<file path="src/common/datapath_pkg.sv">
`default_nettype none

package datapath_pkg;

    localparam int word_width = 32;
    localparam int reg_count = 16;
    localparam int reg_index_width = $clog2(reg_count);
    localparam int opcode_width = 5;
    localparam int c_width = 19;

    // One instruction word, read as a register form or as an immediate form
    typedef union packed {
        struct packed {
            logic [opcode_width-1:0]    opcode;
            logic [reg_index_width-1:0] ra;
            logic [reg_index_width-1:0] rb;
            logic [reg_index_width-1:0] rc;
            logic [14:0]                unused;
        } reg_form;
        struct packed {
            logic [opcode_width-1:0]    opcode;
            logic [reg_index_width-1:0] ra;
            logic [reg_index_width-1:0] rb;  // Low two bits are the branch condition
            logic [c_width-1:0]         c;
        } imm_form;
    } ir_word_t;

    typedef enum logic [opcode_width-1:0] {
        alu_add  = 5'b00011,
        alu_sub  = 5'b00100,
        alu_and  = 5'b00101,
        alu_or   = 5'b00110,
        alu_ror  = 5'b00111,
        alu_rol  = 5'b01000,
        alu_shr  = 5'b01001,
        alu_shra = 5'b01010,
        alu_shl  = 5'b01011,
        alu_mul  = 5'b10000,
        alu_neg  = 5'b10001,
        alu_not  = 5'b10010
    } alu_op_t;

    typedef enum logic [1:0] {
        cond_zero     = 2'b00,
        cond_nonzero  = 2'b01,
        cond_positive = 2'b10,
        cond_negative = 2'b11
    } branch_cond_t;

endpackage

`default_nettype wire
</file>
<file path="src/alu/alu.sv">
`default_nettype none

module alu (
    input  logic [datapath_pkg::word_width-1:0]   a,
    input  logic [datapath_pkg::word_width-1:0]   b,
    input  datapath_pkg::alu_op_t                 operation,
    output logic [2*datapath_pkg::word_width-1:0] result
);

    import datapath_pkg::*;

    logic [$clog2(word_width)-1:0]  amount;
    logic signed [2*word_width-1:0] product;
    logic [2*word_width-1:0]        rotate_right;
    logic [2*word_width-1:0]        rotate_left;
    logic [word_width-1:0]          low;

    assign amount = b[$clog2(word_width)-1:0];
    assign product = $signed(a) * $signed(b);
    assign rotate_right = {a, a} >> amount;  // Low half holds the rotated word
    assign rotate_left = {a, a} << amount;  // High half holds the rotated word

    always_comb begin
        case (operation)
            alu_add: begin
                low = a + b;
            end
            alu_sub: begin
                low = a - b;
            end
            alu_and: begin
                low = a & b;
            end
            alu_or: begin
                low = a | b;
            end
            alu_shr: begin
                low = a >> amount;
            end
            alu_shra: begin
                low = $signed(a) >>> amount;
            end
            alu_shl: begin
                low = a << amount;
            end
            alu_ror: begin
                low = rotate_right[word_width-1:0];
            end
            alu_rol: begin
                low = rotate_left[2*word_width-1:word_width];
            end
            alu_mul: begin
                low = product[word_width-1:0];
            end
            alu_neg: begin
                low = -b;
            end
            alu_not: begin
                low = ~b;
            end
            default: begin
                low = '0;
            end
        endcase
    end

    // Only the multiply produces a true upper half
    assign result = (operation == alu_mul) ? product : {{word_width{low[word_width-1]}}, low};

endmodule

`default_nettype wire

</file>
<file path="config.mk">
export PLATFORM = sky130hd
export DESIGN_NAME = alu
export DESIGN_NICKNAME = d
export VERILOG_FILES = /design/src/common/datapath_pkg.sv /design/src/alu/alu.sv
export SDC_FILE = /design/constraint.sdc
export NUM_CORES = 2
export LEC_CHECK = 0
export BUFFER_PORTS_ARGS = -buffer_cell sky130_fd_sc_hd__buf_2
export CORE_MARGIN = 4
export CORE_UTILIZATION = 40
export DETAILED_ROUTE_END_ITERATION = 10
export PLACE_DENSITY = 0.65
export SLEW_MARGIN = 20
export SYNTH_ARGS = -nofsm -noshare
export SYNTH_HDL_FRONTEND = slang
export SYNTH_SLANG_ARGS = --single-unit
</file>
<file path="constraint.sdc">
create_clock -name vclk -period 18.25
set_clock_uncertainty 0.05 [all_clocks]
set_input_delay 1.825 -clock vclk [all_inputs]
set_output_delay 1.825 -clock vclk [all_outputs]
set_load 0.005 [all_outputs]
</file>
# Word-level counts from Yosys, hierarchy flattened
# Cells that the tools add are included.
# op_classes
eq_ne,12
multipliers,1
n_shift,5
bitwise,3
mux,2
addsub,3
# ops
op,count
one-hot mux 32 bit (11 select lines),1
multiplier 32 x 32 -> 64 bit,1
2-to-1 mux 64 bit,1
<< shifter 64 x 5 -> 64 bit,1
right shift 64 x 5 -> 32 bit,1
adder 32 bit,1
AND 32 bit,1
negator 32 bit,1
NOT 32 bit,1
bitwise OR 32 bit,1
<< shifter 32 x 5 -> 32 bit,1
right shift 32 x 5 -> 32 bit,1
>>> shifter 32 x 5 -> 32 bit,1
subtractor 32 bit,1
equality test 5 x 3 -> 1 bit (second input constant),4
equality test 5 x 4 -> 1 bit (second input constant),4
equality test 5 bit (second input constant),3
equality test 5 x 2 -> 1 bit (second input constant),1
# totals
input_bits,69
reg_bits,0
out_inout_bits,64
word_cells,26

# Depth between registers and ports, before layout
# logic_depth
depth_word,3
mapped_depth,31
depth_no_buf,27

# Worst setup path after synthesis
# No wires, ideal clock.
# synth_timing
kind,input to output
startpoint,in b[3] (netlist bit)
endpoint,out result[62] (netlist bit)
required_ns,16.375
t_arrival_ns,9.748
stages,30
path_buffers,5
slack_ns,6.627
path_cell_list,clkbuf_1 -> clkbuf_1 -> clkbuf_1 -> clkbuf_1 -> buf_1 -> nand2_1 -> fa_1 -> fa_1 -> inv_1 -> fa_1 -> inv_1 -> fa_1 -> inv_1 -> fa_1 -> fa_1 -> fa_1 -> inv_1 -> fa_1 -> inv_1 -> ha_1 -> nand2_1 -> o21ai_0 -> a21oi_1 -> or3_1 -> a31oi_1 -> a21oi_1 -> o21a_1 -> a311o_1 -> xor2_1 -> o21ai_1
# synth_between
elab_chain_len,3
word_cells_on_any_way,11
cone_classes,add/sub: 3; mul: 1; shift: 5; mux: 2
# synth_lines
element,line,text
from (decl),alu.sv:5,"input logic [datapath_pkg::word_width-1:0] b,"
branches (longest 2 deep; another with multiplier 32 x 32 -> 64 bit),n/a,
2-to-1 mux 64 bit (*),alu.sv:68,"assign result = (operation == alu_mul) ? product : {{word_width{low[word_width-1]}}, low};"
to (decl),alu.sv:7,output logic [2*datapath_pkg::word_width-1:0] result
# Mark *: on every way between the ends.

# Worst setup path after layout
# layout_timing
startpoint,in b[10] (netlist bit)
endpoint,out result[62] (netlist bit)
# layout_between
elab_chain_len,3
word_cells_on_any_way,6
cone_classes,add/sub: 3; mul: 1; mux: 2
# layout_lines
element,line
branches (longest 2 deep; another with multiplier 32 x 32 -> 64 bit),n/a
2-to-1 mux 64 bit (*),alu.sv:68
# Marked as above.

==> results_dict.tcl <==
set metrics [dict create \
    clkbuf_count 0 \
    setup_violations 0 \
    drc_errors 0 \
    core_sq_mm 0.111 \
    syn_area_sq_mm 0.0447 \
    period_minus_slack_ps 13250 \
    whs_path_depth 5 \
    syn_avg_cell_area_sq_um 8.39 \
    synth_seq_area_share_pct 0 \
    viasPerCell 5.81 \
    startpoint_type "input pin" \
    status "finished, final reports clean" \
    grt_setup_unrepaired "false" \
    finalMaxSlewViolations 0 \
    grt_overflow 0 \
    area_growth_pct 4.89 \
    die_x_um 342 \
    holdBufCountCts 0 \
    ios 133 \
    antenna_found_initial 15 \
    drt_first_pass_iters 7 \
    flops_and_latches 0 \
    fin_crit_sh_pct 72.6 \
    ys_warn_count 0 \
    crit_path_end_kind "output port" \
    grt_pass1_vias 40400 \
    maxSlewHeadroom_pct 22.7 \
    ant_nets 0 \
    die-area_sq_mm 0.117 \
    drt_iter0_drc 4313 \
    port_buffers 133 \
    hold_path_class "in2out" \
    min_to "result[4]" \
    ctsResizeCount 0 \
    synth_cell_types 81 \
    start_util_pct 40.3 \
    num_vias 39200 \
    drive_above_1_share_pct 6.87 \
    met3_usage_pct 7.55 \
    worst_slew_pin_slew_ps 1150 \
    wl_per_cell_um 26.2 \
    critical_path_peak_fanout 20 \
    syn_inst 5328 \
    syn_nets 6762 \
    finalSetupTns_ps 0 \
    totalWireLength_um 177000 \
    rows 122 \
    use_met1_pct 40.5 \
    cp.arrival_ps 11380 \
    nets 6689 \
    regArea_sq_um 0 \
    gp_congestion 1.03 \
    hold_start "b[3]" \
    dp_hpwl_um 141000 \
    top_usage_layer "met2" \
    crit_type "in2out" \
    grt_max_degree 55 \
    timing.fmax_mhz 75.5 \
    use_met2_pct 46.5 \
    required_ps 16380 \
    utilization_pct 42.3 \
    hold_viol_final 0 \
    grt_use_total_pct 30.4 \
    cap_violations 0 \
    postCtsSetupBuffers 0 \
    dieHeight_um 342 \
    grt_pass1_wl_um 266000 \
]
-- per-stage QoR --
stage	worst slack [ps]	cells	area, sq um	hold slack (ps)
final	5000	6753	46900	4330
after global placement	5280	6741	46900	4320
after CTS	5170	6741	46900	4330
after detailed placement	5180	6741	46900	4330
after floorplan	6630	5328	44700	3940
after global routing	4690	6741	46900	4370
-- worst max-delay path, cell delays in order --
cell and delay, ps:
buf_2 620, inv_1 770, nor2_1 310, fa_1 490, fa_1 560, inv_1 70
fa_1 460, fa_1 540, inv_1 50, fa_1 560, fa_1 430, fa_1 490
inv_1 50, fa_1 480, inv_1 40, ha_1 400, nand2_1 210, o21ai_0 300
a21oi_1 90, or3_1 380, a31oi_1 780, a21oi_1 370, o21a_1 310, a311o_1 350
xor2_1 150, o21ai_1 100, buf_2 150
-- metal layers --
layer | vias to the layer above | share of wire (%)
met5 | - | 0.031
met4 | 8 | 6.5
met3 | 548 | 12
met2 | 2453 | 44
met1 | 19900 | 38
li1 | 16300 | -
-- Yosys cell counts (all sizes together), types with 18 or more instances --
library cell	n	share of area, %
o21ai	177	2.2
inv	1022	8.6
clkinv	25	0.21
a31oi	22	0.31
mux4	47	2.4
nand2	605	5.1
nor3	35	0.42
xor2	50	0.98
xnor2	66	1.3
a221oi	23	0.45
fa	1084	49
o221ai	36	0.71
nand3	36	0.40
a211oi	26	0.45
o22ai	33	0.46
mux2	18	0.45
and2	44	0.62
a21oi	217	2.4
o211ai	29	0.50
buf	82	0.78
clkbuf	237	2.0
nand4	18	0.25
a21o	65	1.1
ha	281	7.9
nor2	778	6.5
mux2i	62	1.4
-- area by class of cell --
| type | count | area (sq um) |
|---|---|---|
| inverters | 1047 | 3930 |
| diodes | 12 | 30.0 |
| well taps | 1488 | 1860 |
| fillers | 11200 | 63900 |
| multi-input cells | 3962 | 39600 |
| repair buffers | 244 | 1510 |
-- kinds of logic (layout without fill, tap and decap cells) --
| logic type | Yosys count | in the layout | share of synthesized area [%] |
|---|---|---|---|
| AND/OR/NAND/NOR | 1606 | 1606 | 14.7 |
| buffers and inverters | 1366 | 1291 | 11.6 |
| adder cells (fa/ha/maj) | 1365 | 1365 | 56.4 |
| AO/OA/AOI/OAI | 748 | 748 | 10.9 |
| multiplexers | 127 | 127 | 4.21 |
| XOR/XNOR | 116 | 116 | 2.27 |
| other | 0 | 12 | 0 |
-- cells in the final DEF, fill, tap and decap left out, types with 65 or more instances in the layout --
cell type	netlist	final
xnor2_1	66	66
buf_4	0	114
nor2_1	777	777
ha_1	281	281
nand2_1	605	604
inv_1	1019	1016
buf_2	13	130
a21oi_1	217	217
fa_1	1084	1084
o21ai_0	132	132
a21o_1	65	65
-- how the worst max path moves through the flow --
stage / start / to / slack, ps / cells after the start
2_1_floorplan: b[3] / result[62] / 6630 / 30
3_3_place_gp: b[8] / result[62] / 5280 / 28
3_5_place_dp: b[10] / result[62] / 5180 / 27
4_1_cts: b[10] / result[62] / 5170 / 27
5_1_grt: b[8] / result[60] / 4690 / 28
6_report: b[10] / result[62] / 5000 / 27
