`src/common/datapath_pkg.sv`:
```
`default_nettype none

package datapath_pkg;

    localparam int word_width = 32;
    localparam int reg_count = 16;
    localparam int reg_index_width = $clog2(reg_count);
    localparam int opcode_width = 5;
    localparam int c_width = 19;

    // One instruction word, read as a register form or as an immediate form
    typedef union packed {
        struct packed {
            logic [opcode_width-1:0]    opcode;
            logic [reg_index_width-1:0] ra;
            logic [reg_index_width-1:0] rb;
            logic [reg_index_width-1:0] rc;
            logic [14:0]                unused;
        } reg_form;
        struct packed {
            logic [opcode_width-1:0]    opcode;
            logic [reg_index_width-1:0] ra;
            logic [reg_index_width-1:0] rb;  // Low two bits are the branch condition
            logic [c_width-1:0]         c;
        } imm_form;
    } ir_word_t;

    typedef enum logic [opcode_width-1:0] {
        alu_add  = 5'b00011,
        alu_sub  = 5'b00100,
        alu_and  = 5'b00101,
        alu_or   = 5'b00110,
        alu_ror  = 5'b00111,
        alu_rol  = 5'b01000,
        alu_shr  = 5'b01001,
        alu_shra = 5'b01010,
        alu_shl  = 5'b01011,
        alu_mul  = 5'b10000,
        alu_neg  = 5'b10001,
        alu_not  = 5'b10010
    } alu_op_t;

    typedef enum logic [1:0] {
        cond_zero     = 2'b00,
        cond_nonzero  = 2'b01,
        cond_positive = 2'b10,
        cond_negative = 2'b11
    } branch_cond_t;

endpackage

`default_nettype wire
```
`src/source/bus_mux.sv`:
```
`default_nettype none

module bus_mux (
    input  logic [datapath_pkg::reg_count-1:0][datapath_pkg::word_width-1:0] reg_q,
    input  logic [datapath_pkg::reg_count-1:0]    reg_drive,
    input  logic [datapath_pkg::reg_count-1:0]    reg_drive_ext,
    input  logic [datapath_pkg::word_width-1:0]   hi_q,
    input  logic [datapath_pkg::word_width-1:0]   lo_q,
    input  logic [datapath_pkg::word_width-1:0]   zhigh_q,
    input  logic [datapath_pkg::word_width-1:0]   zlow_q,
    input  logic [datapath_pkg::word_width-1:0]   pc_q,
    input  logic [datapath_pkg::word_width-1:0]   mdr_q,
    input  logic [datapath_pkg::word_width-1:0]   in_port_q,
    input  logic [datapath_pkg::word_width-1:0]   c_sign_extended,
    input  logic                                  hi_drive,
    input  logic                                  lo_drive,
    input  logic                                  zhigh_drive,
    input  logic                                  zlow_drive,
    input  logic                                  pc_drive,
    input  logic                                  mdr_drive,
    input  logic                                  in_port_drive,
    input  logic                                  c_drive,
    output logic [datapath_pkg::word_width-1:0]   bus_data
);

    import datapath_pkg::*;

    localparam int source_count = reg_count + 8;

    logic [source_count-1:0]                 request;
    logic [source_count-1:0][word_width-1:0] sources;
    logic [4:0]                              select;
    logic                                    found;

    assign request = {c_drive, in_port_drive, mdr_drive, pc_drive,
                      zlow_drive, zhigh_drive, lo_drive, hi_drive,
                      reg_drive | reg_drive_ext};
    assign sources = {c_sign_extended, in_port_q, mdr_q, pc_q, zlow_q, zhigh_q, lo_q, hi_q, reg_q};

    // Lowest index wins
    always_comb begin
        select = '0;
        found  = 1'b0;
        for (int i = source_count - 1; i >= 0; i--) begin
            if (request[i]) begin
                select = 5'(i);
                found  = 1'b1;
            end
        end
    end

    assign bus_data = found ? sources[select] : '0;  // Idle bus reads as zero

endmodule

`default_nettype wire

```
`config.mk`:
```
export PLATFORM = sky130hd
export DESIGN_NAME = bus_mux
export DESIGN_NICKNAME = d
export VERILOG_FILES = /design/src/common/datapath_pkg.sv /design/src/source/bus_mux.sv
export SDC_FILE = /design/constraint.sdc
export NUM_CORES = 1
export LEC_CHECK = 0
export BUFFER_PORTS_ARGS = -buffer_cell sky130_fd_sc_hd__buf_2
export CORE_AREA = 2 2 326 328
export DETAILED_ROUTE_END_ITERATION = 10
export DIE_AREA = 0 0 328 330
export GPL_TIMING_DRIVEN = 0
export MAX_ROUTING_LAYER = met4
export PLACE_DENSITY_LB_ADDON = 0.2
export SLEW_MARGIN = 10
export SYNTH_ARGS = -nofsm -noshare
export SYNTH_HDL_FRONTEND = slang
export SYNTH_SLANG_ARGS = --single-unit
```
`constraint.sdc`:
```
create_clock -name vclk -period 3.3
set_input_delay 0.33 -clock vclk [all_inputs]
set_output_delay 0.33 -clock vclk [all_outputs]
set_load 0.02 [all_outputs]
```
# After elaboration in Yosys (flattened, before gate mapping)
# Index checks and enable logic that the tools add are counted.
dict set report word_totals {
  in_bits 808
  ff_bits 0
  output_inout_bits 32
  word_cells 53
}
dict set report op_classes {
  mux 51
  n_bitwise 1
  n_lt_le_gt_ge 1
}
# cell count
set op_table {}
lappend op_table {{$bmux 32 s5} 1}
lappend op_table {{$mux 5} 24}
lappend op_table {{$mux 32} 2}
lappend op_table {{$mux 1} 24}
lappend op_table {{$or 16x16->16} 1}
lappend op_table {{$lt 5x6->1 const B} 1}

# Longest topological paths before layout
dict set report logic_depth {
  ltp_word 27
  depth_mapped 13
  ltp_nobuf 8
}

# Least setup slack after synthesis
# No wires, ideal clock.
dict set report synth_timing {
  path_kind {in2out}
  start {input port reg_drive_ext[10] (netlist bit)}
  end {output port bus_data[0] (netlist bit)}
  required_time_ns 2.970
  slack_ns 0.223
  n_path_buf 3
  cell_stages 10
  arrival_time_ns 2.747
  path_cell_list {nor4_2 -> o311ai_0 -> a31o_1 -> buf_2 -> a21oi_1 -> buf_2 -> clkbuf_1 -> mux2_2 -> a221o_1 -> a21oi_1}
}
dict set report synth_between {
  elab_chain_cells 15
  elab_cells_between_ends 26
  cone_classes {mux: 25; bitwise: 1}
}
# item line
set synth_lines {}
lappend synth_lines {{from (decl)} bus_mux.sv:6} ;# input logic [datapath_pkg::reg_count-1:0] reg_drive_ext,
lappend synth_lines {{$or 16x16->16 (*)} bus_mux.sv:37} ;# reg_drive | reg_drive_ext};
lappend synth_lines {{$mux 5 (11 in a row)} bus_mux.sv:45} ;# if (request[i]) begin
lappend synth_lines {{$bmux 32 s5} bus_mux.sv:52} ;# assign bus_data = found ? sources[select] : '0;
lappend synth_lines {{$mux 32 (implied by the code)} bus_mux.sv:52}
lappend synth_lines {{$mux 32 (*)} bus_mux.sv:52}
lappend synth_lines {{to (decl)} bus_mux.sv:23} ;# output logic [datapath_pkg::word_width-1:0] bus_data
# Mark *: on every way between the ends. The rest lies on a longest branch, timed or not. The select of a mux whose other input is x is not followed.

# Worst setup path after layout
dict set report layout_timing {
  start {input port reg_drive[10] (netlist bit)}
  end {output port bus_data[4] (netlist bit)}
}
dict set report layout_between {
  elab_chain_cells 15
  elab_cells_between_ends 26
  cone_classes {mux: 25; bitwise: 1}
}
# item line
set layout_lines {}
lappend layout_lines {{from (decl)} bus_mux.sv:5} ;# input logic [datapath_pkg::reg_count-1:0] reg_drive,
lappend layout_lines {{$or 16x16->16 (*)} bus_mux.sv:37}
lappend layout_lines {{$mux 5 (11 in a row)} bus_mux.sv:45}
lappend layout_lines {{$bmux 32 s5} bus_mux.sv:52}
lappend layout_lines {{$mux 32 (implied by the code)} bus_mux.sv:52}
lappend layout_lines {{$mux 32 (*)} bus_mux.sv:52}
# Marked as above.

==> results_dict.tcl <==
set metrics [dict create \
    port-buffer-count 840 \
    maxCapViolCount 0 \
    first_global_vias 13619 \
    die_h_um 330 \
    grt_pass1_wl_um 125000 \
    drcViolationCount 0 \
    hold_buffers 0 \
    clockBufferCount 0 \
    yosysSeqAreaShare_pct 0 \
    synth-xor-area-share_pct 0 \
    p_leak_nw 7.060 \
    place_ws_ps -2174 \
    syn_area_um2 7609 \
    yosysWarnings 0 \
    gp_congestion 0.8824 \
    syn2layout_area_growth_pct 120.2 \
    drive_above_1_share_pct 59.99 \
    design_area_um2 16750 \
    worst_path_max_delay_cell "a211oi_1" \
    cp_data_required_time_ps 2970 \
    muxShareOfSynthArea_pct 37.99 \
    netlist_instances 1171 \
    fmax_mhz 280.0 \
    antenna_found_initial 29 \
    die_area_um2 108200 \
    synth_top_family_by_area "multiplexers" \
    outcome "finished with violations" \
    dp_hpwl_um 86200 \
    slew_headroom_pct 26.78 \
    seq_area_um2 0 \
    combPwrFrac_pct 100.0 \
    setup_viol 31 \
    start_util_pct 7.269 \
    firstDrtPassIters 5 \
    grt_max_degree 11 \
    holdCritPathClass "input pin to output pin" \
    core_area_um2 104700 \
    hold_viol 0 \
    gr-usage-all-layers_pct 17.84 \
    nets 2887 \
    worst_pin_slew_ps 1094 \
    powerDensity_nw_per_um2 116.6 \
    clockPowerShare_pct 0 \
    overflow 0 \
    period_share_pct 108.2 \
    post-route-min-period_ps 3572 \
    max_stage_delay_ps 510 \
    ys_types 47 \
    seq_power_share_pct 0 \
    crit_type "input pin to output pin" \
    drt_iter0_drc 760 \
    die_x_um 328 \
    fp-row-count 119 \
    cp.arrival_ps 3240 \
    wire_per_inst_um 28.90 \
    p_sw_share_pct 52.45 \
    wirelength_um 100700 \
    synth-compound-area-share_pct 26.57 \
    crit_path_max_fanout 8 \
    synthAdderAreaFrac_pct 0 \
    worst_path_most_repeated_cell "buf_4" \
    seq_cells 0 \
    vias_per_cell 3.869 \
    postSynthAreaPerCell_um2 6.497 \
    maxSlewViolCount 0 \
    critPathLaunchType "input pin" \
    place_area_um2 13620 \
    setup_ws_ps -271.6 \
    violations "negative setup slack" \
    power_mw 1.954 \
    ir_worst_vdd_uv 41.95 \
    rsz0062_at_grt "yes" \
    critical_path.cell_chain "buf_8 -> nor4_4 -> buf_4 -> o311ai_4 -> a31o_1 -> buf_8 -> buf_4 -> a211oi_1 -> a211oi_2 -> a211oi_1 -> o22ai_1 -> a211oi_2 -> buf_4" \
    power_switching_mw 1.025 \
    critPathCaptureType "output pin" \
    synth_nets 1979 \
    p_int_mw 0.9290 \
    drtAntennaViolNets 0 \
    route.vias.total 13480 \
    ioPinCount 840 \
    synth-simple-area-share_pct 26.13 \
]
stage by stage:
step	setup TNS (ps)	utilization, %	std cells	hold WS, ps
global route	-7049	15.99	3478	1185
global placement	-57890	12.95	3402	1173
finish	-4277	16.01	3484	1162
CTS	-4772	15.43	3455	1162
detailed placement	-53930	13.01	3405	1170
floorplan	0	-	1171	978.2
metal layers:
layer	track usage, %	vias up	routed length (µm)
li1	-	6284	-
met1	23.90	6454	45360
met2	29.60	683	47620
met3	2.240	59	6442
met4	1.546	0	1266
met5	-	-	0
cell type report:
cell class,count,area (µm²)
timing repair buffer,914,5221
buffer,111,1433
antenna,16,40.04
fill,12202,87920
tap,1391,1740
multi-input combinational,1027,8227
inverter,25,93.84
cells by family after synthesis:
| family | count (synthesis) |
|---|---|
| buf+inv | 144 |
| compound gates | 290 |
| simple gates | 455 |
| mux | 282 |
layout by cell type (no fill, tap or decap), drive strengths merged, types with 12 or more instances in the layout:
cell type	n
buf	981
a32oi	12
nand4	31
o22ai	34
a221o	17
mux2i	246
nand3	95
o21ai	29
clkbuf	44
diode	16
mux2	34
o221ai	24
nand2	275
nor2	24
a21oi	58
a211oi	80
inv	25
path summary, 6_finish.rpt:
check,startpoint,end,cells past startpoint
worst max-delay path,reg_drive[10],bus_data[4],13
worst min-delay path,reg_q[161],bus_data[1],6
power by group through the flow:
stage | combinational, mW | clock (mW) | sequential (mW)
floorplan | 0.626 | 0 | 0
global placement | 1.60 | 0 | 0
detailed placement | 1.61 | 0 | 0
CTS | 1.91 | 0 | 0
global route | 2.09 | 0.000000408 | 0
finish | 1.95 | 0.000000411 | 0
synth_stat cells (2+ instances only):
master	number	area [µm²]
nor4_1	8	50.05
a221oi_1	4	35.03
a21oi_1	56	280.3
mux2_2	34	382.9
nor2_1	24	90.09
mux2i_1	246	2462
a31o_1	2	17.52
a211oi_1	80	600.6
nand3b_1	2	15.01
nand4_1	31	193.9
buf_2	36	180.2
buf_1	12	45.04
buf_4	16	120.1
buf_12	2	40.04
o211ai_1	5	37.54
o311ai_0	2	17.52
nand3_1	95	475.5
a32oi_1	12	105.1
a21o_1	2	15.01
a31oi_1	11	68.82
o221ai_1	24	210.2
or4_1	2	15.01
nand2b_1	4	25.02
buf_6	4	45.04
o21ai_0	28	140.1
nand2_1	275	1032
o22ai_1	34	212.7
inv_1	25	93.84
a21oi_2	2	17.52
clkbuf_1	49	183.9
o31ai_1	3	22.52
a221o_1	17	170.2
or2_2	2	12.51
mux4_2	2	45.04
nor3_1	8	40.04
worst max-delay path, delay by kind of cell:
family | cells | cell delay, ps
AOI/OAI and AO/OA | 7 | 1870
buffers and inverters | 5 | 750
and+or+nand+nor | 1 | 270
what timing repair did:
action	in CTS	in global routing
buffers inserted	51	13
pin swaps	61	42
resized for setup	498	111
gates cloned	3	5
setup endpoints to repair	32	32
Note: power is estimated with default switching activity, not from simulation.
