===== src/common/datapath_pkg.sv =====
`default_nettype none

package datapath_pkg;

    localparam int word_width = 32;
    localparam int reg_count = 16;
    localparam int reg_index_width = $clog2(reg_count);
    localparam int opcode_width = 5;
    localparam int c_width = 19;

    // One instruction word, read as a register form or as an immediate form
    typedef union packed {
        struct packed {
            logic [opcode_width-1:0]    opcode;
            logic [reg_index_width-1:0] ra;
            logic [reg_index_width-1:0] rb;
            logic [reg_index_width-1:0] rc;
            logic [14:0]                unused;
        } reg_form;
        struct packed {
            logic [opcode_width-1:0]    opcode;
            logic [reg_index_width-1:0] ra;
            logic [reg_index_width-1:0] rb;  // Low two bits are the branch condition
            logic [c_width-1:0]         c;
        } imm_form;
    } ir_word_t;

    typedef enum logic [opcode_width-1:0] {
        alu_add  = 5'b00011,
        alu_sub  = 5'b00100,
        alu_and  = 5'b00101,
        alu_or   = 5'b00110,
        alu_ror  = 5'b00111,
        alu_rol  = 5'b01000,
        alu_shr  = 5'b01001,
        alu_shra = 5'b01010,
        alu_shl  = 5'b01011,
        alu_mul  = 5'b10000,
        alu_neg  = 5'b10001,
        alu_not  = 5'b10010
    } alu_op_t;

    typedef enum logic [1:0] {
        cond_zero     = 2'b00,
        cond_nonzero  = 2'b01,
        cond_positive = 2'b10,
        cond_negative = 2'b11
    } branch_cond_t;

endpackage

`default_nettype wire

===== src/source/register_file.sv =====
`default_nettype none

module register_file (
    input  logic                                 clock,
    input  logic                                 rst_n,
    input  logic [datapath_pkg::reg_count-1:0]   reg_load,
    input  logic                                 ba_out,
    input  logic [datapath_pkg::word_width-1:0]  bus_data,
    output logic [datapath_pkg::reg_count-1:0][datapath_pkg::word_width-1:0] reg_q
);

    import datapath_pkg::*;

    logic [reg_count-1:0][word_width-1:0] regs;

    always_ff @(posedge clock or negedge rst_n) begin
        if (!rst_n) begin
            regs <= '0;
        end else begin
            for (int i = 0; i < reg_count; i++) begin
                if (reg_load[i]) begin
                    regs[i] <= bus_data;
                end
            end
        end
    end

    // R0 reads as zero for base-address arithmetic
    always_comb begin
        reg_q = regs;
        if (ba_out) begin
            reg_q[0] = '0;
        end
    end

endmodule

`default_nettype wire


===== config.mk =====
export PLATFORM = sky130hd
export DESIGN_NAME = register_file
export DESIGN_NICKNAME = d
export VERILOG_FILES = /design/src/common/datapath_pkg.sv /design/src/source/register_file.sv
export SDC_FILE = /design/constraint.sdc
export NUM_CORES = 1
export LEC_CHECK = 0
export ABC_CLOCK_PERIOD_IN_PS = 1200
export BUFFER_PORTS_ARGS = -buffer_cell sky130_fd_sc_hd__buf_2
export CAP_MARGIN = 5
export CELL_PAD_IN_SITES_DETAIL_PLACEMENT = 0
export CELL_PAD_IN_SITES_GLOBAL_PLACEMENT = 1
export CORE_MARGIN = 4
export CORE_UTILIZATION = 44
export DETAILED_ROUTE_END_ITERATION = 6
export HOLD_SLACK_MARGIN = 0.03
export PLACE_DENSITY = 0.79
export RECOVER_POWER = 100
export SETUP_SLACK_MARGIN = 0.1
export SYNTH_ARGS = -nofsm -noshare
export SYNTH_HDL_FRONTEND = slang
export SYNTH_SLANG_ARGS = --single-unit

===== constraint.sdc =====
create_clock -name clock -period 1.2 [get_ports clock]
set_input_delay 0.3 -clock clock [delete_from_list [all_inputs] [get_ports clock]]
set_output_delay 0.3 -clock clock [all_outputs]
set_load 0.01 [all_outputs]

# == Word level (Yosys, flattened, before mapping) ==
# Index checks and enable logic that the tools add are counted.
# classes
addsub,0
multipliers,0
div,0
magnitude_cmp,0
eq_ne,0
n_shift,0
mux,1
bitwise,0
n_reduce_logical,0
# ops
op,n
2-to-1 mux 32 bit,1
# word_totals
reg_bits,512
latch_bits,0
ramBits,0
romBits,0
inputBits,51
out_inout_bits,512
elab_cells,17
n_memories,0

# == Logic depth before layout (Yosys ltp) ==
# Gate-level depths: netlist (run 1).
# depth
depth_word,1
mapped_depth,3
depth_no_buf,1

# == Worst setup path after synthesis (run 1) ==
# Ideal clock, no wire load.
# synth_timing
path_type,input -> output
startpoint,input port ba_out
endpoint,output port reg_q[10] (netlist bit)
t_arrival_ns,0.768
t_required_ns,0.900
slack_ns,0.132
path_stages,2
path_buffers,1
path_cell_list,clkbuf_1 -> and2b_1
# synth_lines
item,line_no,source
start: declaration,register_file.sv:7,"input logic ba_out,"
end: declaration,register_file.sv:9,output logic [datapath_pkg::reg_count-1:0][datapath_pkg::word_width-1:0] reg_q

==> results.json, run 1 <==
{
  "status": "finished with violations",
  "violations": "negative setup slack",
  "multi_input_area_um2": 6630,
  "path_max_fanout": 2,
  "drc": 0,
  "hold_viol_final": 0,
  "wl_um": 64200,
  "final-setup-viol-count": 740,
  "drv_slew": 0,
  "core_area_um2": 53900,
  "syn_area_um2": 24000,
  "antenna_found_initial": 1,
  "syn_avg_cell_area_um2": 14.7,
  "setup_ws_ns": -0.375,
  "synthAdderAreaFrac": 0,
  "dieArea_um2": 58400,
  "seqCellArea_um2": 12800,
  "finalCritPeriodShare": 1.31,
  "synth-simple-area-share": 0.00880,
  "hpwl_um": 43200,
  "power_mw": 45.8,
  "die_w_um": 242,
  "slew_headroom": 0.606,
  "drt_first_pass_iters": 4,
  "min_path_type": "primary input to register",
  "track_usage": 0.211,
  "reg2reg_depth": 3,
  "ys_seq_area_frac": 0.533,
  "io_buffers": 562,
  "avgRoutedWirePerCell_um": 23.4,
  "fillCellCount": 4310,
  "grt_pass1_wl_um": 94900,
  "drtIter0Drc": 533,
  "worst_hold_path.endpoint": "reg_q[422]",
  "yosys_warnings": 0,
  "fmax_mhz": 635,
  "r2r_slack_ns": 0.16,
  "maxCapViolations": 0,
  "synthMuxAreaShare": 0.273,
  "instances_no_fill": 2747,
  "tns_ns": -136.34,
  "placedCellCount": 2381,
  "gr-total-overflow": 0,
  "critPathKind": "register to primary output",
  "cts-root-buf": "clkbuf_16",
  "clock_sinks": 512,
  "drive_above_1_share": 0.709,
  "area_delta_synth_final_pct": 22.0,
  "syn_nets": 1686,
  "synth_xor_area_frac": 0,
  "io-pin-count": 563,
  "cts_made_buffers": 53,
  "rr_endpoint": "reg_q[390]",
  "powerDensity_nw_per_um2": 1560,
  "timing.rr.start": "reg_q[390]",
  "cellLeakagePower_nw": 14.2,
  "initial_core_util": 0.446,
  "grt_max_degree": 77,
  "whs_path_depth": 2,
  "clk_pin_slew_ns": 0.06,
  "min_from": "reg_load[13]",
  "arrival_ns": 1.28,
  "worst_pin_slew_ns": 0.591,
  "insertion_delay_ns": 0.56,
  "postRouteAntennaNets": 0,
  "cts_tree": "built",
  "final.min_clock_period_ns": 1.58,
  "vias_per_cell": 4.84,
  "ys_seq_elements": 512,
  "grt_pass1_vias": 14300,
  "syn_inst": 1635,
  "post_synth_num_cell_types": 9,
  "cp-start-kind": "register",
  "nets": 2065,
  "grt_setup_unrepaired": "yes",
  "synth_top_family_by_area": "multiplexers",
  "synth_compound_area_frac": 0,
  "htreeDepth": 2,
  "ir_worst_vdd_v": 0.00110,
  "skew_ns": 0,
  "gp_congestion": 0.813,
  "fp.dieH_um": 242,
  "clockBufferDepth": 3,
  "num_vias": 13300,
  "worstPathRequired_ns": 0.90,
  "rows": 85,
  "endpoint_kind": "primary output"
}
==> how the worst max path moves through the flow <==
stage	from	cells after the start	slack, ns	to
finish	regs[20]	2	-0.38	reg_q[20]
CTS	regs[15]	2	-0.43	reg_q[15]
global placement	reg_load[13]	3	-0.04	reg_q[447]
detailed placement	reg_load[13]	3	-0.04	reg_q[416]
global route	regs[30]	2	-0.43	reg_q[30]
floorplan	ba_out	2	0.13	reg_q[10]
==> synth_stat cells <==
library cell,instances,area (µm²)
and2b_1,9,67.6
buf_2,2,10.0
buf_4,480,3600
buf_6,64,721
clkbuf_1,33,124
dfrtp_1,512,12800
mux2_2,302,3400
mux2_4,210,3150
nor2b_1,23,144
==> through the flow <==
stage          hold slack (ns)  cell area [µm²]   util  worst slack [ns]
2_1_floorplan          0.00441            24000      -             0.132
3_3_place_gp             0.145            24200  0.449           -0.0391
3_5_place_dp             0.146            24200  0.449           -0.0433
4_1_cts                 0.0997            28600  0.530            -0.432
5_1_grt                  0.151            29300  0.544            -0.434
6_report                 0.177            29300  0.544            -0.375
==> area by class of cell <==
cell class / instances / area share
antenna: 1 / 0.0000854
multi-input combinational: 544 / 0.226
clock inverter: 15 / 0.00576
sequential: 512 / 0.437
tap: 696 / 0.0297
clock buffer: 76 / 0.0530
timing repair buffer: 903 / 0.248
==> state kept, by name (all words and copies together) (netlist names) <==
| name | flops |
|---|---|
| reg_q | 480 |
| regs | 32 |
==> cell families after synthesis <==
| logic type | Yosys count |
|---|---|
| muxes | 512 |
| buffers and inverters | 579 |
| DFF | 512 |
| and+or+nand+nor | 32 |
==> routing by layer <==
metal	vias to the layer above	wire (µm)	share of wire	GRT usage
li1	5698	-	-	-
met1	7021	26600	0.41	0.269
met2	484	31400	0.49	0.354
met3	97	4150	0.065	0.0552
met4	0	2050	0.032	0.0697
met5	-	0	0	0
==> critical path: stages (launching register included) <==
cell and delay [ns]:
dfrtp_1 0.42, nor2b_1 0.14, buf_2 0.13
==> power breakdown <==
group / switching, mW / internal, mW
registers: 1.17 / 19.0
clock network: 6.81 / 9.58
logic: 3.97 / 5.25
total: 11.9 / 33.8
==> cell usage in the layout, fill, tap and decap left out, drive strengths merged <==
| master | n |
|---|---|
| dfrtp | 512 |
| clkbuf | 300 |
| nor2b | 23 |
| clkinv | 7 |
| bufinv | 3 |
| dlygate4sd3 | 1 |
| mux2 | 512 |
| buf | 678 |
| clkinvlp | 3 |
| and2b | 9 |
| inv | 2 |
| diode | 1 |
==> repair_timing <==
item / in CTS / in global routing
hold buffers: 1 / 0
resized for setup: 296 / 51
buffers inserted: 184 / 89
endpoints found under the hold margin: 363 / 0
endpoints found under the setup margin: 512 / 512
Note: power is estimated with default switching activity, not from simulation.
==> run 2: changes to the inputs <==
ABC_CLOCK_PERIOD_IN_PS = 2050   (was 1200)
CORE_UTILIZATION = 48   (was 44)
PLACE_DENSITY = unset   (was 0.79)
PLACE_DENSITY_LB_ADDON = 0.08   (was unset)
clock period = 2.05 ns   (was 1.2 ns; I/O delays follow)
==> run 2 against run 1 <==
Effect of this change:
- the flow now finishes without violations
- sequential share of layout area grew 10 points
- combinational power fell by 63%
- first-iteration DRC count down 25%
- register-to-register slack better by 1.0 ns
- cell count down 12%
==> results.json, run 2 (synthesis gave the netlist of run 1 again) <==
{
  "track_usage": 0.230,
  "clkPwrFrac": 0.392,
  "powerDensity_nw_per_um2": 1040,
  "cp-start-kind": "register",
  "power_mw": 24.9,
  "seq_power_share": 0.470,
  "grt_max_degree": 63,
  "fmax_mhz": 536,
  "tns_ns": 0,
  "grt_pass1_wl_um": 91300,
  "cts_tree": "built",
  "hpwl_um": 44800,
  "core_area_um2": 49300,
  "hold_viol_final": 0,
  "io_buffers": 562,
  "grt_pass1_vias": 12500,
  "combPwrFrac": 0.138,
  "dieArea_um2": 53700,
  "drv_slew": 0,
  "instances_no_fill": 2411,
  "cellLeakagePower_nw": 9.96,
  "area_delta_synth_final_pct": -0.822,
  "io-pin-count": 563,
  "critPathKind": "register to primary output",
  "nets": 1762,
  "switching_power_mw": 6.62,
  "gr-total-overflow": 0,
  "swShare": 0.266,
  "cts-root-buf": "clkbuf_16",
  "ir_worst_vdd_v": 0.000611,
  "path_max_fanout": 2,
  "worstPathRequired_ns": 1.54,
  "die_w_um": 232,
  "antenna_found_initial": 3,
  "clockBufferDepth": 3,
  "placedCellCount": 2318,
  "final_core_util": 0.484,
  "fillCellCount": 4785,
  "min_path_type": "primary input to register",
  "cts_made_buffers": 54,
  "clk_pin_slew_ns": 0.06,
  "vias_per_cell": 4.92,
  "endpoint_kind": "primary output",
  "slew_headroom": 0.144,
  "rows": 81,
  "initial_core_util": 0.488,
  "insertion_delay_ns": 0.58,
  "final_cell_mix": "clkbuf_1 (539), dfrtp_1 (512), mux2_2 (302)",
  "arrival_ns": 1.35,
  "largest_reg_flops": 480,
  "maxCapViolations": 0,
  "final-setup-viol-count": 0,
  "layout_commonest_cell": "clkbuf_1",
  "avgRoutedWirePerCell_um": 26.3,
  "htreeDepth": 2,
  "grt_setup_unrepaired": "no",
  "num_vias": 11900,
  "final.min_clock_period_ns": 1.86,
  "status": "completed",
  "min_from": "bus_data[10]",
  "finalCritPeriodShare": 0.909,
  "gp_congestion": 0.768,
  "postRouteAntennaNets": 0,
  "p_int_mw": 18.3,
  "dpl_cell_area_um2": 23800,
  "worst_pin_slew_ns": 1.28,
  "design_area_um2": 23800,
  "drtIter0Drc": 400,
  "skew_ns": 0,
  "drc": 0,
  "drt_first_pass_iters": 4,
  "clock_sinks": 512,
  "timing.rr.start": "regs[0]",
  "crit_start": "regs[0]",
  "fp.dieH_um": 232,
  "drive_above_1_share": 0.263,
  "wl_um": 63400
}
[run 2: power groups by stage]
| stage | clock (mW) | combinational, mW | sequential, mW |
|---|---|---|---|
| global route | 10.4 | 3.72 | 11.8 |
| global placement | 0 | 4.22 | 11.8 |
| floorplan | 0 | 3.60 | 11.7 |
| finish | 9.76 | 3.44 | 11.7 |
| detailed placement | 0 | 4.24 | 11.9 |
| CTS | 10.1 | 4.24 | 11.7 |
[run 2: layout make-up]
cell class              instances  area [µm²]  share of cell area
diodes                          1        2.50            0.000105
clock buffers                  83        1610              0.0677
clock inverters                 8         140             0.00588
multi-input cells             544        6000               0.252
flip-flops and latches        512       12800               0.537
well taps                     664         831              0.0349
repair buffers                599        2430               0.102
[run 2: path summary, 6_finish.rpt]
check	endpoint	slack [ns]	depth (start not counted)
max in group asynchronous	reg_q[371]	0.34	3
hold / removal	reg_q[394]	0.42	2
min in group asynchronous	reg_q[410]	0.43	2
setup / recovery	reg_q[0]	0.19	2
hold reg to reg	reg_q[451]	0.48	1
setup reg to reg	regs[0]	1.18	1
[run 2: per-stage QoR]
step	worst slack (ns)	hold slack (ns)
finish	0.186	0.423
global route	0.114	0.435
CTS	0.163	0.320
detailed placement	0.363	0.463
global placement	0.380	0.464
floorplan	0.557	0.217
[run 2: per-layer routing]
metal	routed length, µm	part of all wire	global-route usage	vias up
met5	13	0.00021	0	-
met4	1720	0.027	0.0686	2
met3	4970	0.078	0.0735	86
met2	30200	0.48	0.368	379
met1	26500	0.42	0.302	6263
li1	-	-	-	5132
[run 2: timing repair]
item / 4_1_cts / 5_1_grt
endpoints found under the hold margin: 23 / 0
setup buffers: 0 / 0
hold buffers: 1 / 0
gates resized for setup: 0 / 0
[run 2: critical path: stages (launching register included)]
cell      delay [ns]
dfrtp_1         0.44
nor2b_1         0.17
clkbuf_1        0.16
==> run 3: changes to the inputs <==
ABC_AREA = 1   (was unset)
CORE_UTILIZATION = 43   (was 48)
==> run 3 against run 2 <==
Effect of this change:
- the run now ends with max-capacitance violations, max-slew violations left
- clock skew unchanged
- clock-buffer cell count increased by 11
- power grew 3.5%
==> results.json, run 3 <==
{
  "status": "finished with violations",
  "violations": "max-capacitance violations, max-slew violations",
  "placedCellCount": 3470,
  "avgRoutedWirePerCell_um": 21.3,
  "synth.top_cells.by_area": "dfrtp_1 (53%), nand2_1 (23%), buf_4 (17%)",
  "dpl_cell_area_um2": 23100,
  "fmax_mhz": 546,
  "io-pin-count": 563,
  "synth_top_family_by_area": "simple AND/OR/NAND/NOR gates",
  "powerDensity_nw_per_um2": 1060,
  "hpwl_um": 52900,
  "gr-total-overflow": 0,
  "syn_nets": 2838,
  "track_usage": 0.248,
  "synthArstFlopShare": 1.00,
  "drv_slew": 163,
  "grt_pass1_wl_um": 112000,
  "min_path_type": "primary input to register",
  "cellLeakagePower_nw": 12.8,
  "worstPathRequired_ns": 1.54,
  "area_delta_synth_final_pct": 0.669,
  "fp.dieH_um": 245,
  "grt_pass1_vias": 16100,
  "die_w_um": 245,
  "skew_ns": 0,
  "cts_setup_buffers": 0,
  "syn_area_um2": 24100,
  "layout_commonest_cell": "nand2_1",
  "drtIter0Drc": 974,
  "vias_per_cell": 4.58,
  "largest_reg_flops": 480,
  "fillCellCount": 5908,
  "clockBufferDepth": 3,
  "worst_pin_slew_ns": 1.80,
  "finalCritPeriodShare": 0.893,
  "arrival_ns": 1.32,
  "drc": 0,
  "maxCapViolations": 5,
  "grt_setup_unrepaired": "no",
  "ys_seq_elements": 512,
  "synth-edff-count": 0,
  "endpoint_kind": "primary output",
  "synthMuxAreaShare": 0,
  "syn_avg_cell_area_um2": 8.66,
  "slowest_delay_ns": 0.38,
  "cts_made_buffers": 57,
  "num_vias": 16400,
  "tns_ns": 0,
  "path_cells": "inv_1, nor2_1, clkbuf_1",
  "cpMaxStageDelayCell": "dfrtp_1",
  "post_synth_num_cell_types": 13,
  "synth_top_area_share": 0.531,
  "cp-start-kind": "register",
  "cts_tree": "built",
  "synth-simple-area-share": 0.247,
  "postRouteAntennaNets": 0,
  "slew_headroom": -0.198,
  "initial_core_util": 0.436,
  "drive_above_1_share": 0.0590,
  "ys.flop_type": "dfrtp_1",
  "rows": 86,
  "ir_worst_vdd_v": 0.000631,
  "clock_sinks": 512,
  "htreeDepth": 2,
  "io_buffers": 562,
  "nets": 2833,
  "yosys_warnings": 0,
  "antenna_found_initial": 1,
  "critical_path.top_delay_family": "flip-flops",
  "final.min_clock_period_ns": 1.83,
  "syn_inst": 2787,
  "synth_common_cells": "nand2_1 (1,506), buf_4 (558), dfrtp_1 (512), buf_6 (62)",
  "synth_top_cell_by_area": "dfrtp_1",
  "final_cell_mix": "nand2_1 (1,526), clkbuf_1 (558), dfrtp_1 (512)",
  "yosysMostFrequentCell": "nand2_1",
  "hold_viol_final": 0,
  "wl_um": 76200,
  "synth_xor_area_frac": 0,
  "synthAdderAreaFrac": 0,
  "grt_max_degree": 68,
  "drt_first_pass_iters": 5,
  "core_area_um2": 55300,
  "synth_compound_area_frac": 0,
  "clk_pin_slew_ns": 0.06,
  "instances_no_fill": 3580,
  "final-setup-viol-count": 0,
  "ys_seq_area_frac": 0.531,
  "path_buf_inv": 2,
  "dieArea_um2": 60000,
  "design_area_um2": 24300,
  "path_max_fanout": 2,
  "cts-root-buf": "clkbuf_16",
  "critPathKind": "register to primary output",
  "gp_congestion": 0.810,
  "insertion_delay_ns": 0.61
}
## run 3: logic make-up (layout without fill, tap and decap cells)
family / count (synthesis) / after routing
and+or+nand+nor: 1568 / 1568
buffers and inverters: 707 / 751
DFF: 512 / 512
other: 0 / 1
## run 3: metal layers
metal  vias up  track usage  wire (µm)
met5         -            0          0
met4         0       0.0715       2220
met3       111       0.0724       5910
met2       493        0.412      36700
met1      7999        0.319      31300
li1       7777            -          -
## run 3: final cells by class
type | instances | area [µm²] | area share
multi-input cells | 1568 | 5910 | 0.243
clock buffers | 94 | 1800 | 0.0740
diodes | 1 | 2.50 | 0.000103
repair buffers | 595 | 2390 | 0.0985
well taps | 748 | 936 | 0.0385
inverters | 48 | 209 | 0.00860
clock inverters | 14 | 224 | 0.00922
flip-flops and latches | 512 | 12800 | 0.528
## run 3: repair_timing
| item | in CTS | in global routing |
|---|---|---|
| endpoints found under the hold margin | 20 | 0 |
| hold buffers | 1 | 0 |
| setup endpoints to repair | 0 | 21 |
| resized for setup | 0 | 1 |
## run 3: stage by stage
step	util	hold WS, ns	worst slack [ns]	power, mW
after CTS	0.455	0.139	0.147	26.4
final	0.439	0.211	0.220	25.8
after global routing	0.439	0.200	0.0867	27.0
after detailed placement	0.418	0.440	0.147	15.4
after floorplan	-	0.217	0.692	14.6
after global placement	0.418	0.438	0.177	15.3
## run 3: worst min-delay path, cell delays in order
cell and delay (ns):
clkbuf_1 0.13, nand2_1 0.09, nand2_1 0.05
## run 3: worst paths after layout
check	startpoint	to	slack [ns]	depth (start not counted)
max	regs[18]	reg_q[18]	0.22	3
min	reg_load[9]	reg_q[289]	0.21	3
max reg2reg	reg_q[96]	reg_q[96]	1.34	2
min reg2reg	reg_q[89]	reg_q[89]	0.47	2
max in group asynchronous	rst_n	reg_q[338]	0.35	3
min in group asynchronous	rst_n	reg_q[161]	0.36	2
## run 3: report_power, final
| part | internal (mW) | switching (mW) | total, mW |
|---|---|---|---|
| clock | 6.70 | 4.20 | 10.9 |
| sequential | 11.0 | 0.563 | 11.6 |
| combinational | 0.841 | 2.46 | 3.30 |
